$ cat src/lcd_defs.svh
`ifndef LCD_DEFS_SVH
`define LCD_DEFS_SVH

// clocks per microsecond, kept small for simulation
`define LCD_CLK_PER_US 2

// waits in microseconds
`define LCD_T_POWERUP 500
`define LCD_T_CMD 50
`define LCD_T_CLEAR 200
`define LCD_T_ENTRY 100
`define LCD_T_INIT_E 10          // enable width during init
`define LCD_T_E_START 1          // enable rise inside a command window
`define LCD_T_E_END 14           // enable fall inside a command window

`define LCD_LINE_CHARS 16

// two lines, display on, increment
`define LCD_CFG_DEFAULT 7'b1010010

`define LCD_ADDR_CFG 5'h00
`define LCD_ADDR_CMD 5'h04
`define LCD_ADDR_STATUS 5'h08
`define LCD_ADDR_LINE 5'h0C
`define LCD_ADDR_CHAR0 5'h10     // char words at 0x10..0x1C

`endif

$ cat src/lcd_pkg.sv
`include "lcd_defs.svh"

package lcd_pkg;

	// display configuration, same bit order as the init word
	typedef struct packed {
		logic two_line;
		logic font;
		logic display_on;
		logic cursor_on;
		logic blink_on;
		logic increment;
		logic shift;
	} lcd_cfg_t;

	typedef struct packed {
		logic       rs;
		logic       rw;
		logic [7:0] data;
	} lcd_cmd_t;

	typedef logic [`LCD_LINE_CHARS-1:0][7:0] lcd_line_t;   // char 0 in the low byte

	typedef struct packed {
		logic init_done;
		logic busy;
		logic line_active;
	} lcd_status_t;

endpackage

$ cat src/lcd_hd44780_ctrl.sv
`include "lcd_defs.svh"

module lcd_hd44780_ctrl (
	input  logic                clk,
	input  logic                rst,
	input  lcd_pkg::lcd_cfg_t   cfg,
	input  logic                eng_valid,
	input  lcd_pkg::lcd_cmd_t   eng_cmd,
	output logic                eng_ready,
	output logic                init_done,
	output logic                busy,
	output logic                e,
	output logic                rs,
	output logic                rw,
	output logic [7:0]          lcd_data
);
	import lcd_pkg::*;

	localparam int T       = `LCD_CLK_PER_US;
	localparam int PWR_CYC = `LCD_T_POWERUP * T;
	localparam int CW      = $clog2(PWR_CYC + 1);   // power-up is the longest wait

	localparam logic [CW-1:0] PWR_LAST     = CW'(PWR_CYC - 1);
	localparam logic [CW-1:0] EXEC_LAST    = CW'(`LCD_T_CMD * T - 1);
	localparam logic [CW-1:0] INIT_E_END   = CW'(`LCD_T_INIT_E * T);
	localparam logic [CW-1:0] EXEC_E_START = CW'(`LCD_T_E_START * T);
	localparam logic [CW-1:0] EXEC_E_END   = CW'(`LCD_T_E_END * T);

	typedef enum logic [1:0] {
		ST_PWRUP,
		ST_INIT,
		ST_IDLE,
		ST_EXEC
	} state_t;

	state_t        state;
	logic [CW-1:0] cnt;
	logic [1:0]    step;     // init command index
	lcd_cmd_t      cmd_q;    // drives the bus for the whole window

	// the four init commands built from the cfg bits
	function automatic lcd_cmd_t init_cmd(input logic [1:0] idx, input lcd_cfg_t c);
		lcd_cmd_t cmd;
		cmd.rs = 1'b0;
		cmd.rw = 1'b0;
		case (idx)
			2'd0: cmd.data = {4'b0011, c.two_line, c.font, 2'b00};       // function set
			2'd1: cmd.data = {5'b00001, c.display_on, c.cursor_on, c.blink_on};
			2'd2: cmd.data = 8'h01;                                      // clear
			default: cmd.data = {6'b000001, c.increment, c.shift};       // entry mode
		endcase
		return cmd;
	endfunction

	// last count of each init window
	function automatic logic [CW-1:0] init_last(input logic [1:0] idx);
		case (idx)
			2'd0, 2'd1: return CW'((`LCD_T_INIT_E + `LCD_T_CMD) * T - 1);
			2'd2: return CW'((`LCD_T_INIT_E + `LCD_T_CLEAR) * T - 1);
			default: return CW'((`LCD_T_INIT_E + `LCD_T_ENTRY) * T - 1);
		endcase
	endfunction

	always_ff @(posedge clk) begin
		if (rst) begin
			state     <= ST_PWRUP;
			cnt       <= '0;
			step      <= 2'd0;
			cmd_q     <= '0;
			init_done <= 1'b0;
		end else begin
			case (state)
				ST_PWRUP: begin
					if (cnt == PWR_LAST) begin
						cnt   <= '0;
						step  <= 2'd0;
						cmd_q <= init_cmd(2'd0, cfg);
						state <= ST_INIT;
					end else begin
						cnt <= cnt + 1'b1;
					end
				end
				ST_INIT: begin
					if (cnt == init_last(step)) begin
						cnt <= '0;
						if (step == 2'd3) begin
							cmd_q     <= '0;
							init_done <= 1'b1;
							state     <= ST_IDLE;
						end else begin
							step  <= step + 1'b1;
							cmd_q <= init_cmd(step + 1'b1, cfg);   // latch next init word
						end
					end else begin
						cnt <= cnt + 1'b1;
					end
				end
				ST_IDLE: begin
					cnt <= '0;
					if (eng_valid) begin
						cmd_q <= eng_cmd;
						state <= ST_EXEC;
					end
				end
				default: begin
					if (cnt == EXEC_LAST) begin
						cnt   <= '0;
						cmd_q <= '0;
						state <= ST_IDLE;
					end else begin
						cnt <= cnt + 1'b1;
					end
				end
			endcase
		end
	end

	// enable shaping per window
	always_comb begin
		case (state)
			ST_INIT: e = (cnt < INIT_E_END);
			ST_EXEC: e = (cnt >= EXEC_E_START) && (cnt < EXEC_E_END);
			default: e = 1'b0;
		endcase
	end

	assign eng_ready = (state == ST_IDLE);
	assign busy      = (state != ST_IDLE);
	assign rs        = cmd_q.rs;
	assign rw        = cmd_q.rw;
	assign lcd_data  = cmd_q.data;

endmodule

$ cat src/lcd_cmd_arbiter.sv
module lcd_cmd_arbiter (
	input  logic                    clk,
	input  logic                    rst,
	input  logic [1:0]              req_valid,
	input  lcd_pkg::lcd_cmd_t [1:0] req_cmd,
	input  logic                    eng_ready,
	output logic [1:0]              req_ready,
	output logic                    eng_valid,
	output lcd_pkg::lcd_cmd_t       eng_cmd
);

	logic last;   // index served last
	logic sel;    // index granted this cycle

	// the other requester wins a tie, a lone request goes through at once
	always_comb begin
		if (&req_valid) begin
			sel = ~last;
		end else begin
			sel = req_valid[1];
		end
	end

	assign eng_valid    = |req_valid;
	assign eng_cmd      = req_cmd[sel];
	assign req_ready[0] = eng_ready & req_valid[0] & ~sel;
	assign req_ready[1] = eng_ready & req_valid[1] & sel;

	always_ff @(posedge clk) begin
		if (rst) begin
			last <= 1'b1;   // requester 0 first on a tie
		end else if (eng_valid && eng_ready) begin
			last <= sel;
		end
	end

endmodule

$ cat src/lcd_axil_regs.sv
`include "lcd_defs.svh"

module lcd_axil_regs (
	input  logic                clk,
	input  logic                rst,
	input  logic                awvalid,
	input  logic [4:0]          awaddr,
	input  logic                wvalid,
	input  logic [31:0]         wdata,
	input  logic [3:0]          wstrb,
	input  logic                bready,
	input  logic                arvalid,
	input  logic [4:0]          araddr,
	input  logic                rready,
	input  logic                cmd_req_ready,
	input  logic                init_done,
	input  logic                busy,
	input  logic                line_active,
	output logic                awready,
	output logic                wready,
	output logic                bvalid,
	output logic [1:0]          bresp,
	output logic                arready,
	output logic                rvalid,
	output logic [31:0]         rdata,
	output logic [1:0]          rresp,
	output lcd_pkg::lcd_cfg_t   cfg,
	output logic                cmd_req_valid,
	output lcd_pkg::lcd_cmd_t   cmd_req,
	output lcd_pkg::lcd_line_t  line_buf,
	output logic                line_sel,
	output logic                line_start
);
	import lcd_pkg::*;

	localparam logic [1:0] RESP_OKAY   = 2'b00;
	localparam logic [1:0] RESP_SLVERR = 2'b10;

	logic        wr_hs;
	logic        wr_ok;
	logic        wr_char;
	logic        ar_hs;
	logic        rd_ok;
	logic [31:0] rd_data;
	lcd_status_t status;

	// one write in flight, B waits for the command handoff
	assign awready = awvalid & wvalid & ~bvalid & ~cmd_req_valid;
	assign wready  = awready;
	assign wr_hs   = awready;
	assign arready = ~rvalid;
	assign ar_hs   = arvalid & arready;

	assign status = '{init_done: init_done, busy: busy, line_active: line_active};

	always_comb begin
		wr_ok   = 1'b1;
		wr_char = 1'b0;
		case (awaddr)
			`LCD_ADDR_CFG, `LCD_ADDR_CMD, `LCD_ADDR_STATUS, `LCD_ADDR_LINE: wr_ok = 1'b1;
			`LCD_ADDR_CHAR0, `LCD_ADDR_CHAR0 + 5'h04,
			`LCD_ADDR_CHAR0 + 5'h08, `LCD_ADDR_CHAR0 + 5'h0C: wr_char = 1'b1;
			default: wr_ok = 1'b0;
		endcase
	end

	always_ff @(posedge clk) begin
		if (rst) begin
			cfg           <= lcd_cfg_t'(`LCD_CFG_DEFAULT);
			cmd_req_valid <= 1'b0;
			bvalid        <= 1'b0;
			bresp         <= RESP_OKAY;
			line_sel      <= 1'b0;
			line_start    <= 1'b0;
		end else begin
			line_start <= 1'b0;
			if (bvalid && bready) bvalid <= 1'b0;
			if (cmd_req_valid && cmd_req_ready) begin   // arbiter took it, release B
				cmd_req_valid <= 1'b0;
				bvalid        <= 1'b1;
				bresp         <= RESP_OKAY;
			end
			if (wr_hs) begin
				if (awaddr == `LCD_ADDR_CMD) begin
					cmd_req_valid <= 1'b1;
				end else begin
					bvalid <= 1'b1;
					bresp  <= wr_ok ? RESP_OKAY : RESP_SLVERR;
				end
				if (awaddr == `LCD_ADDR_CFG && wstrb[0]) cfg <= lcd_cfg_t'(wdata[6:0]);
				if (awaddr == `LCD_ADDR_LINE) begin
					line_start <= wdata[0];
					line_sel   <= wdata[1];
				end
			end
		end
	end

	// payload storage
	always_ff @(posedge clk) begin
		if (wr_hs && awaddr == `LCD_ADDR_CMD) cmd_req <= lcd_cmd_t'(wdata[9:0]);
		if (wr_hs && wr_char) begin
			for (int j = 0; j < 4; j++) begin
				if (wstrb[j]) line_buf[{awaddr[3:2], 2'(j)}] <= wdata[8*j +: 8];
			end
		end
	end

	always_comb begin
		rd_ok   = 1'b1;
		rd_data = '0;
		case (araddr)
			`LCD_ADDR_CFG: rd_data[6:0] = cfg;
			`LCD_ADDR_CMD: rd_data[9:0] = cmd_req;
			`LCD_ADDR_STATUS: rd_data[2:0] = status;
			`LCD_ADDR_LINE: rd_data[1] = line_sel;
			`LCD_ADDR_CHAR0, `LCD_ADDR_CHAR0 + 5'h04,
			`LCD_ADDR_CHAR0 + 5'h08, `LCD_ADDR_CHAR0 + 5'h0C: begin
				for (int j = 0; j < 4; j++) begin
					rd_data[8*j +: 8] = line_buf[{araddr[3:2], 2'(j)}];
				end
			end
			default: rd_ok = 1'b0;
		endcase
	end

	always_ff @(posedge clk) begin
		if (rst) begin
			rvalid <= 1'b0;
		end else if (ar_hs) begin
			rvalid <= 1'b1;
		end else if (rready) begin
			rvalid <= 1'b0;
		end
	end

	always_ff @(posedge clk) begin
		if (ar_hs) begin
			rdata <= rd_data;
			rresp <= rd_ok ? RESP_OKAY : RESP_SLVERR;
		end
	end

endmodule

$ cat src/lcd_line_writer.sv
`include "lcd_defs.svh"

module lcd_line_writer (
	input  logic                clk,
	input  logic                rst,
	input  lcd_pkg::lcd_line_t  line_buf,
	input  logic                line_sel,
	input  logic                line_start,
	input  logic                cmd_ready,
	output logic                cmd_valid,
	output lcd_pkg::lcd_cmd_t   cmd,
	output logic                line_active
);
	import lcd_pkg::*;

	localparam int NCMD = `LCD_LINE_CHARS + 1;     // address then chars
	localparam int IW   = $clog2(NCMD);
	localparam int CW   = $clog2(`LCD_LINE_CHARS);

	localparam logic [IW-1:0] IDX_LAST = IW'(`LCD_LINE_CHARS);

	lcd_line_t     buf_q;     // snapshot of the host buffer
	logic          sel_q;
	logic [IW-1:0] idx;       // 0 is the address command
	logic [CW-1:0] char_idx;

	assign char_idx  = CW'(idx - 1'b1);
	assign cmd_valid = line_active;

	always_comb begin
		if (idx == '0) begin
			cmd.rs   = 1'b0;
			cmd.rw   = 1'b0;
			cmd.data = sel_q ? 8'hC0 : 8'h80;   // set DDRAM address
		end else begin
			cmd.rs   = 1'b1;
			cmd.rw   = 1'b0;
			cmd.data = buf_q[char_idx];
		end
	end

	always_ff @(posedge clk) begin
		if (rst) begin
			line_active <= 1'b0;
			idx         <= '0;
		end else if (!line_active) begin
			if (line_start) begin     // start pulses while active are dropped
				line_active <= 1'b1;
				idx         <= '0;
			end
		end else if (cmd_ready) begin
			if (idx == IDX_LAST) begin
				line_active <= 1'b0;
			end else begin
				idx <= idx + 1'b1;
			end
		end
	end

	always_ff @(posedge clk) begin
		if (!line_active && line_start) begin
			buf_q <= line_buf;
			sel_q <= line_sel;
		end
	end

endmodule

$ cat src/lcd_top.sv
module lcd_top (
	input  logic        clk,
	input  logic        rst,
	input  logic        awvalid,
	input  logic [4:0]  awaddr,
	input  logic        wvalid,
	input  logic [31:0] wdata,
	input  logic [3:0]  wstrb,
	input  logic        bready,
	input  logic        arvalid,
	input  logic [4:0]  araddr,
	input  logic        rready,
	output logic        awready,
	output logic        wready,
	output logic        bvalid,
	output logic [1:0]  bresp,
	output logic        arready,
	output logic        rvalid,
	output logic [31:0] rdata,
	output logic [1:0]  rresp,
	output logic        e,
	output logic        rs,
	output logic        rw,
	output logic [7:0]  lcd_data
);
	import lcd_pkg::*;

	lcd_cfg_t  cfg;
	lcd_cmd_t  cmd_req;
	lcd_cmd_t  line_cmd;
	lcd_cmd_t  eng_cmd;
	lcd_line_t line_buf;
	logic      cmd_req_valid;
	logic      cmd_req_ready;
	logic      line_cmd_valid;
	logic      line_cmd_ready;
	logic      line_sel;
	logic      line_start;
	logic      line_active;
	logic      eng_valid;
	logic      eng_ready;
	logic      init_done;
	logic      busy;

	lcd_axil_regs u_regs (
		.clk(clk), .rst(rst),
		.awvalid(awvalid), .awaddr(awaddr), .wvalid(wvalid), .wdata(wdata), .wstrb(wstrb),
		.bready(bready), .arvalid(arvalid), .araddr(araddr), .rready(rready),
		.cmd_req_ready(cmd_req_ready), .init_done(init_done), .busy(busy),
		.line_active(line_active),
		.awready(awready), .wready(wready), .bvalid(bvalid), .bresp(bresp),
		.arready(arready), .rvalid(rvalid), .rdata(rdata), .rresp(rresp),
		.cfg(cfg), .cmd_req_valid(cmd_req_valid), .cmd_req(cmd_req),
		.line_buf(line_buf), .line_sel(line_sel), .line_start(line_start)
	);

	lcd_line_writer u_writer (
		.clk(clk), .rst(rst),
		.line_buf(line_buf), .line_sel(line_sel), .line_start(line_start),
		.cmd_ready(line_cmd_ready), .cmd_valid(line_cmd_valid), .cmd(line_cmd),
		.line_active(line_active)
	);

	// requester 0 is the register block, 1 the line writer
	lcd_cmd_arbiter u_arb (
		.clk(clk), .rst(rst),
		.req_valid({line_cmd_valid, cmd_req_valid}), .req_cmd({line_cmd, cmd_req}),
		.eng_ready(eng_ready), .req_ready({line_cmd_ready, cmd_req_ready}),
		.eng_valid(eng_valid), .eng_cmd(eng_cmd)
	);

	lcd_hd44780_ctrl u_ctrl (
		.clk(clk), .rst(rst), .cfg(cfg),
		.eng_valid(eng_valid), .eng_cmd(eng_cmd), .eng_ready(eng_ready),
		.init_done(init_done), .busy(busy),
		.e(e), .rs(rs), .rw(rw), .lcd_data(lcd_data)
	);

endmodule

$ cat config.mk
export PLATFORM = sky130hd
export DESIGN_NAME = lcd_top
export DESIGN_NICKNAME = d
export VERILOG_FILES = /design/src/lcd_pkg.sv /design/src/lcd_hd44780_ctrl.sv /design/src/lcd_cmd_arbiter.sv /design/src/lcd_axil_regs.sv /design/src/lcd_line_writer.sv /design/src/lcd_top.sv
export VERILOG_INCLUDE_DIRS = /design/src /design/src/src
export SDC_FILE = /design/constraint.sdc
export NUM_CORES = 1
export LEC_CHECK = 0
export ABC_AREA = 1
export BUFFER_PORTS_ARGS = -buffer_cell sky130_fd_sc_hd__buf_4
export CAP_MARGIN = 20
export CORE_ASPECT_RATIO = 0.7
export CORE_MARGIN = 2
export CORE_UTILIZATION = 52
export CTS_CLUSTER_SIZE = 40
export DETAILED_ROUTE_END_ITERATION = 7
export PLACE_DENSITY_LB_ADDON = 0.08
export SLEW_MARGIN = 5
export SYNTH_ARGS = -nofsm -noshare
export SYNTH_HDL_FRONTEND = slang
export SYNTH_SLANG_ARGS = --single-unit
$ cat constraint.sdc
create_clock -name clk -period 3.5 [get_ports clk]
set_input_delay 0.35 -clock clk [delete_from_list [all_inputs] [get_ports clk]]
set_output_delay 0.35 -clock clk [all_outputs]
set_load 0.005 [all_outputs]
==> impl_metrics.prom <==
# TYPE chip_impl_metric gauge
chip_impl_info{name="run_status",value="finished clean"} 1
chip_impl_info{name="hold-path-endpoint",value="u_regs.line_buf[115]"} 1
chip_impl_metric{name="initialDrtViolationCount",unit=""} 1562
chip_impl_metric{name="number_of_antenna_violations_at_the_first_check_in_global_routing",unit=""} 0
chip_impl_info{name="grt_setup_unrepaired",value="false"} 1
chip_impl_info{name="crit_path_start_kind",value="register"} 1
chip_impl_metric{name="critical_path_peak_fanout",unit=""} 8
chip_impl_info{name="synth-main-ff-cell",value="edfxtp_1"} 1
chip_impl_metric{name="timing.final.crit_period",unit="ns"} 2.38
chip_impl_metric{name="final.fill_count",unit=""} 2149
chip_impl_metric{name="grt_pass1_vias",unit=""} 9577
chip_impl_metric{name="layout-area-overhead-vs-synth",unit="%"} 17.0
chip_impl_metric{name="finish.net_count",unit=""} 1401
chip_impl_metric{name="fp.dieH",unit="µm"} 141
chip_impl_metric{name="die_area",unit="mm²"} 0.0283
chip_impl_metric{name="path_clk_slew",unit="ns"} 0.07
chip_impl_metric{name="hpwlAfterDp",unit="µm"} 29000
chip_impl_info{name="cp_common_cell",value="nor2_1"} 1
chip_impl_metric{name="finClkSkew",unit="ns"} 0.0279
chip_impl_metric{name="slowest_delay",unit="ns"} 0.74
chip_impl_metric{name="syn_inst",unit=""} 1216
chip_impl_info{name="rr_endpoint",value="u_regs.line_buf[51]"} 1
chip_impl_metric{name="setup-violations-final",unit=""} 0
chip_impl_metric{name="postSynthRegisterBits",unit=""} 346
chip_impl_metric{name="postCtsResizedCells",unit=""} 0
chip_impl_metric{name="totalNegativeSetupSlack",unit="ns"} 0
chip_impl_metric{name="standard_cell_area_after_detailed_placement",unit="mm²"} 0.0153
chip_impl_metric{name="grt_first_pass_wirelength",unit="µm"} 60300
chip_impl_info{name="tritoncts",value="built"} 1
chip_impl_metric{name="cts-root-to-sink-buffers",unit=""} 3
chip_impl_metric{name="slew-limit-headroom",unit=""} 0.395
chip_impl_metric{name="cts_buffers",unit=""} 34
chip_impl_info{name="clock_tree_root",value="clkbuf_16"} 1
chip_impl_metric{name="via_count",unit=""} 10100
chip_impl_metric{name="min_delay_path_depth",unit=""} 1
chip_impl_metric{name="cts_max_level",unit=""} 2
chip_impl_metric{name="synth-async-reset-ratio",unit=""} 0
chip_impl_info{name="critical_path_s_top_delay_family",value="simple AND/OR/NAND/NOR gates"} 1
chip_impl_metric{name="ant_nets",unit=""} 0
chip_impl_metric{name="post_route_cells_drive_above_1_share",unit=""} 0.163
chip_impl_metric{name="initial_cell_density_of_the_core",unit=""} 0.527
chip_impl_metric{name="worst_ir_drop_on_vdd",unit="V"} 0.000346
chip_impl_metric{name="finalMaxSlewViolations",unit=""} 0
chip_impl_metric{name="reg2reg_depth",unit=""} 6
chip_impl_metric{name="gr-total-overflow",unit=""} 0
chip_impl_metric{name="cp.arrival",unit="ns"} 2.55
chip_impl_metric{name="place.gp.congestion",unit=""} 0.993
chip_impl_metric{name="worst-r2r-setup-slack",unit="ns"} 1.12
chip_impl_info{name="hold_wc_startpoint",value="wdata[19]"} 1
chip_impl_metric{name="post_synthesis_cell_area",unit="mm²"} 0.0140
chip_impl_metric{name="cts_sinks",unit=""} 346
chip_impl_metric{name="final_design_area_no_fill",unit="mm²"} 0.0164
chip_impl_info{name="crit_chain",value="nor2_1 -> nand3_1 -> nor3_1 -> buf_4 -> nand2_1 -> nor2_1"} 1
chip_impl_metric{name="ys_seq_area_frac",unit=""} 0.707
chip_impl_info{name="reg2reg_from",value="u_regs.cmd_req_valid"} 1
chip_impl_metric{name="grt_max_degree",unit=""} 70
chip_impl_metric{name="worst_pin_slew",unit="ns"} 0.902
chip_impl_metric{name="layout_worst_path_cycle_share",unit=""} 0.681
chip_impl_metric{name="insertedDiodeCount",unit=""} 0
chip_impl_metric{name="timing.fmax",unit="MHz"} 419
chip_impl_metric{name="floorplan.rows",unit=""} 50
chip_impl_metric{name="avgSynthCellArea",unit="µm²"} 11.5
chip_impl_metric{name="cap_violations",unit=""} 0
chip_impl_metric{name="avgViaCountPerCell",unit=""} 5.86
chip_impl_info{name="critPathSlowestCell",value="nor2_1"} 1
chip_impl_metric{name="p_leak",unit="nW"} 5.96
chip_impl_metric{name="port_buffers",unit=""} 103
chip_impl_metric{name="routed_wl",unit="µm"} 40800
chip_impl_info{name="timing.critical_path.to_type",value="register"} 1
chip_impl_metric{name="mappedNetlistNets",unit=""} 1277
chip_impl_metric{name="grtUsageTotal",unit=""} 0.290
chip_impl_metric{name="cp.required",unit="ns"} 3.66
chip_impl_metric{name="drcViolationCount",unit=""} 0
chip_impl_metric{name="drt_first_pass_iters",unit=""} 5
chip_impl_metric{name="wl_per_cell",unit="µm"} 23.6
chip_impl_metric{name="path_buf_inv",unit=""} 1
chip_impl_metric{name="num_io_pins",unit=""} 105
chip_impl_info{name="critPathKind",value="reg -> reg"} 1
chip_impl_info{name="min_path_type",value="in -> reg"} 1
chip_impl_metric{name="number_of_synthesized_flops_with_an_enable_pin",unit=""} 300
chip_impl_metric{name="clkLatencyLatePin",unit="ns"} 0.54
chip_impl_metric{name="yosysWarnings",unit=""} 0
chip_impl_metric{name="yosys.cell_types.count",unit=""} 42
chip_impl_metric{name="core",unit="mm²"} 0.0267
chip_impl_metric{name="chipWidth",unit="µm"} 200
chip_impl_metric{name="power_density_over_the_cells",unit="mW/mm²"} 529
chip_impl_metric{name="timing_hold_violations_final",unit=""} 0
## state kept, by name, summed over array words and instances, names as in the netlist, 5 cells and up
register	flops
u_ctrl.cnt	10
u_ctrl.lcd_data	8
u_regs.cfg	7
u_regs.cmd_req	10
u_regs.line_buf	128
u_regs.rdata	32
u_writer.buf_q	128
u_writer.idx	5
## kinds of logic (layout without fill, tap and decap cells)
logic type,count (synthesis),in the layout,synth area share
other,1,1,0.000267
adders and majority gates,8,8,0.00713
buffers and inverters,126,276,0.0387
AOI/OAI and AO/OA,128,128,0.0581
and+or+nand+nor,602,602,0.185
DFF,346,346,0.707
xor gates and xnor gates,5,5,0.00312
## cell usage in the layout (no fill, tap or decap), types with 4 or more instances in the layout
master / count
nand2_2: 5
buf_4: 129
o21ai_0: 22
a31oi_1: 23
clkinv_2: 7
a21oi_1: 31
nor2_1: 95
dlygate4sd3_1: 4
ha_1: 8
dfxtp_1: 45
a21oi_2: 5
clkinvlp_4: 4
edfxtp_1: 300
xor2_1: 5
clkinv_1: 4
inv_1: 66
inv_2: 9
clkbuf_16: 34
nand3_1: 160
nor3_1: 14
o211ai_1: 6
a22oi_1: 25
nand4_1: 16
nor2_2: 4
nand2_1: 298
clkbuf_1: 5
## report_power, final
group | switching [mW] | internal [mW] | leakage, nW
Sequential | 0.0440 | 4.51 | 3.14
Clock | 1.60 | 2.03 | 0.536
Combinational | 0.323 | 0.178 | 2.28
## repair_timing
action,CTS,global route
setup endpoints to repair,0,0
setup buffers,0,0
hold endpoints to repair,14,0
hold buffers,4,0
## final cells by class
| class | count | area [µm²] | area share |
|---|---|---|---|
| Clock buffer | 42 | 911 | 0.0555 |
| Clock inverter | 20 | 188 | 0.0114 |
| Inverter | 78 | 297 | 0.0181 |
| Multi-Input combinational cell | 744 | 3570 | 0.218 |
| Sequential cell | 346 | 9930 | 0.605 |
| Tap cell | 364 | 455 | 0.0277 |
| Timing Repair Buffer | 136 | 1070 | 0.0651 |
## per-layer routing
metal  GRT usage  routed length, µm  share of wire
met2       0.375              16000           0.39
met3      0.0949               5560           0.14
met4      0.0749                804          0.020
met5     0.00510                  0              0
met1       0.463              18500           0.45
## synthesized netlist by cell type, drive strengths merged (6+ instances only)
cell type / count / share of area
a21oi: 36 / 0.014
a22oi: 25 / 0.013
a31oi: 23 / 0.010
buf: 27 / 0.012
clkbuf: 21 / 0.0056
dfxtp: 46 / 0.066
edfxtp: 300 / 0.64
ha: 8 / 0.0071
inv: 77 / 0.021
nand2: 304 / 0.083
nand3: 161 / 0.058
nand4: 16 / 0.0071
nor2: 100 / 0.028
nor3: 17 / 0.0071
o211ai: 6 / 0.0032
o21ai: 26 / 0.010
## metrics by stage
step           setup WS, ns  total power [mW]  instances  hold slack [ns]   util
3_5_place_dp           1.09              5.13       1664            0.430  0.574
4_1_cts                1.09              8.72       1730         0.000369  0.616
2_1_floorplan         0.358              4.88       1216            0.408      -
6_report               1.12              8.69       1730           0.0137  0.616
5_1_grt               0.903              8.92       1730          0.00235  0.616
3_3_place_gp           1.14              5.12       1664            0.417  0.574
## worst max-delay path by stage
stage	startpoint	endpoint	slack (ns)	cells after the start
2_1_floorplan	u_writer.cmd_valid	u_writer.idx[4]	0.36	10
6_report	u_regs.cmd_req_valid	u_regs.line_buf[51]	1.12	6
3_5_place_dp	awaddr[1]	u_regs.line_buf[52]	1.09	7
5_1_grt	u_regs.cmd_req_valid	u_regs.line_buf[73]	0.90	6
3_3_place_gp	awaddr[1]	u_regs.line_buf[48]	1.14	7
4_1_cts	u_regs.cmd_req_valid	u_regs.line_buf[51]	1.09	6
Power figures use the tool's default switching activity.
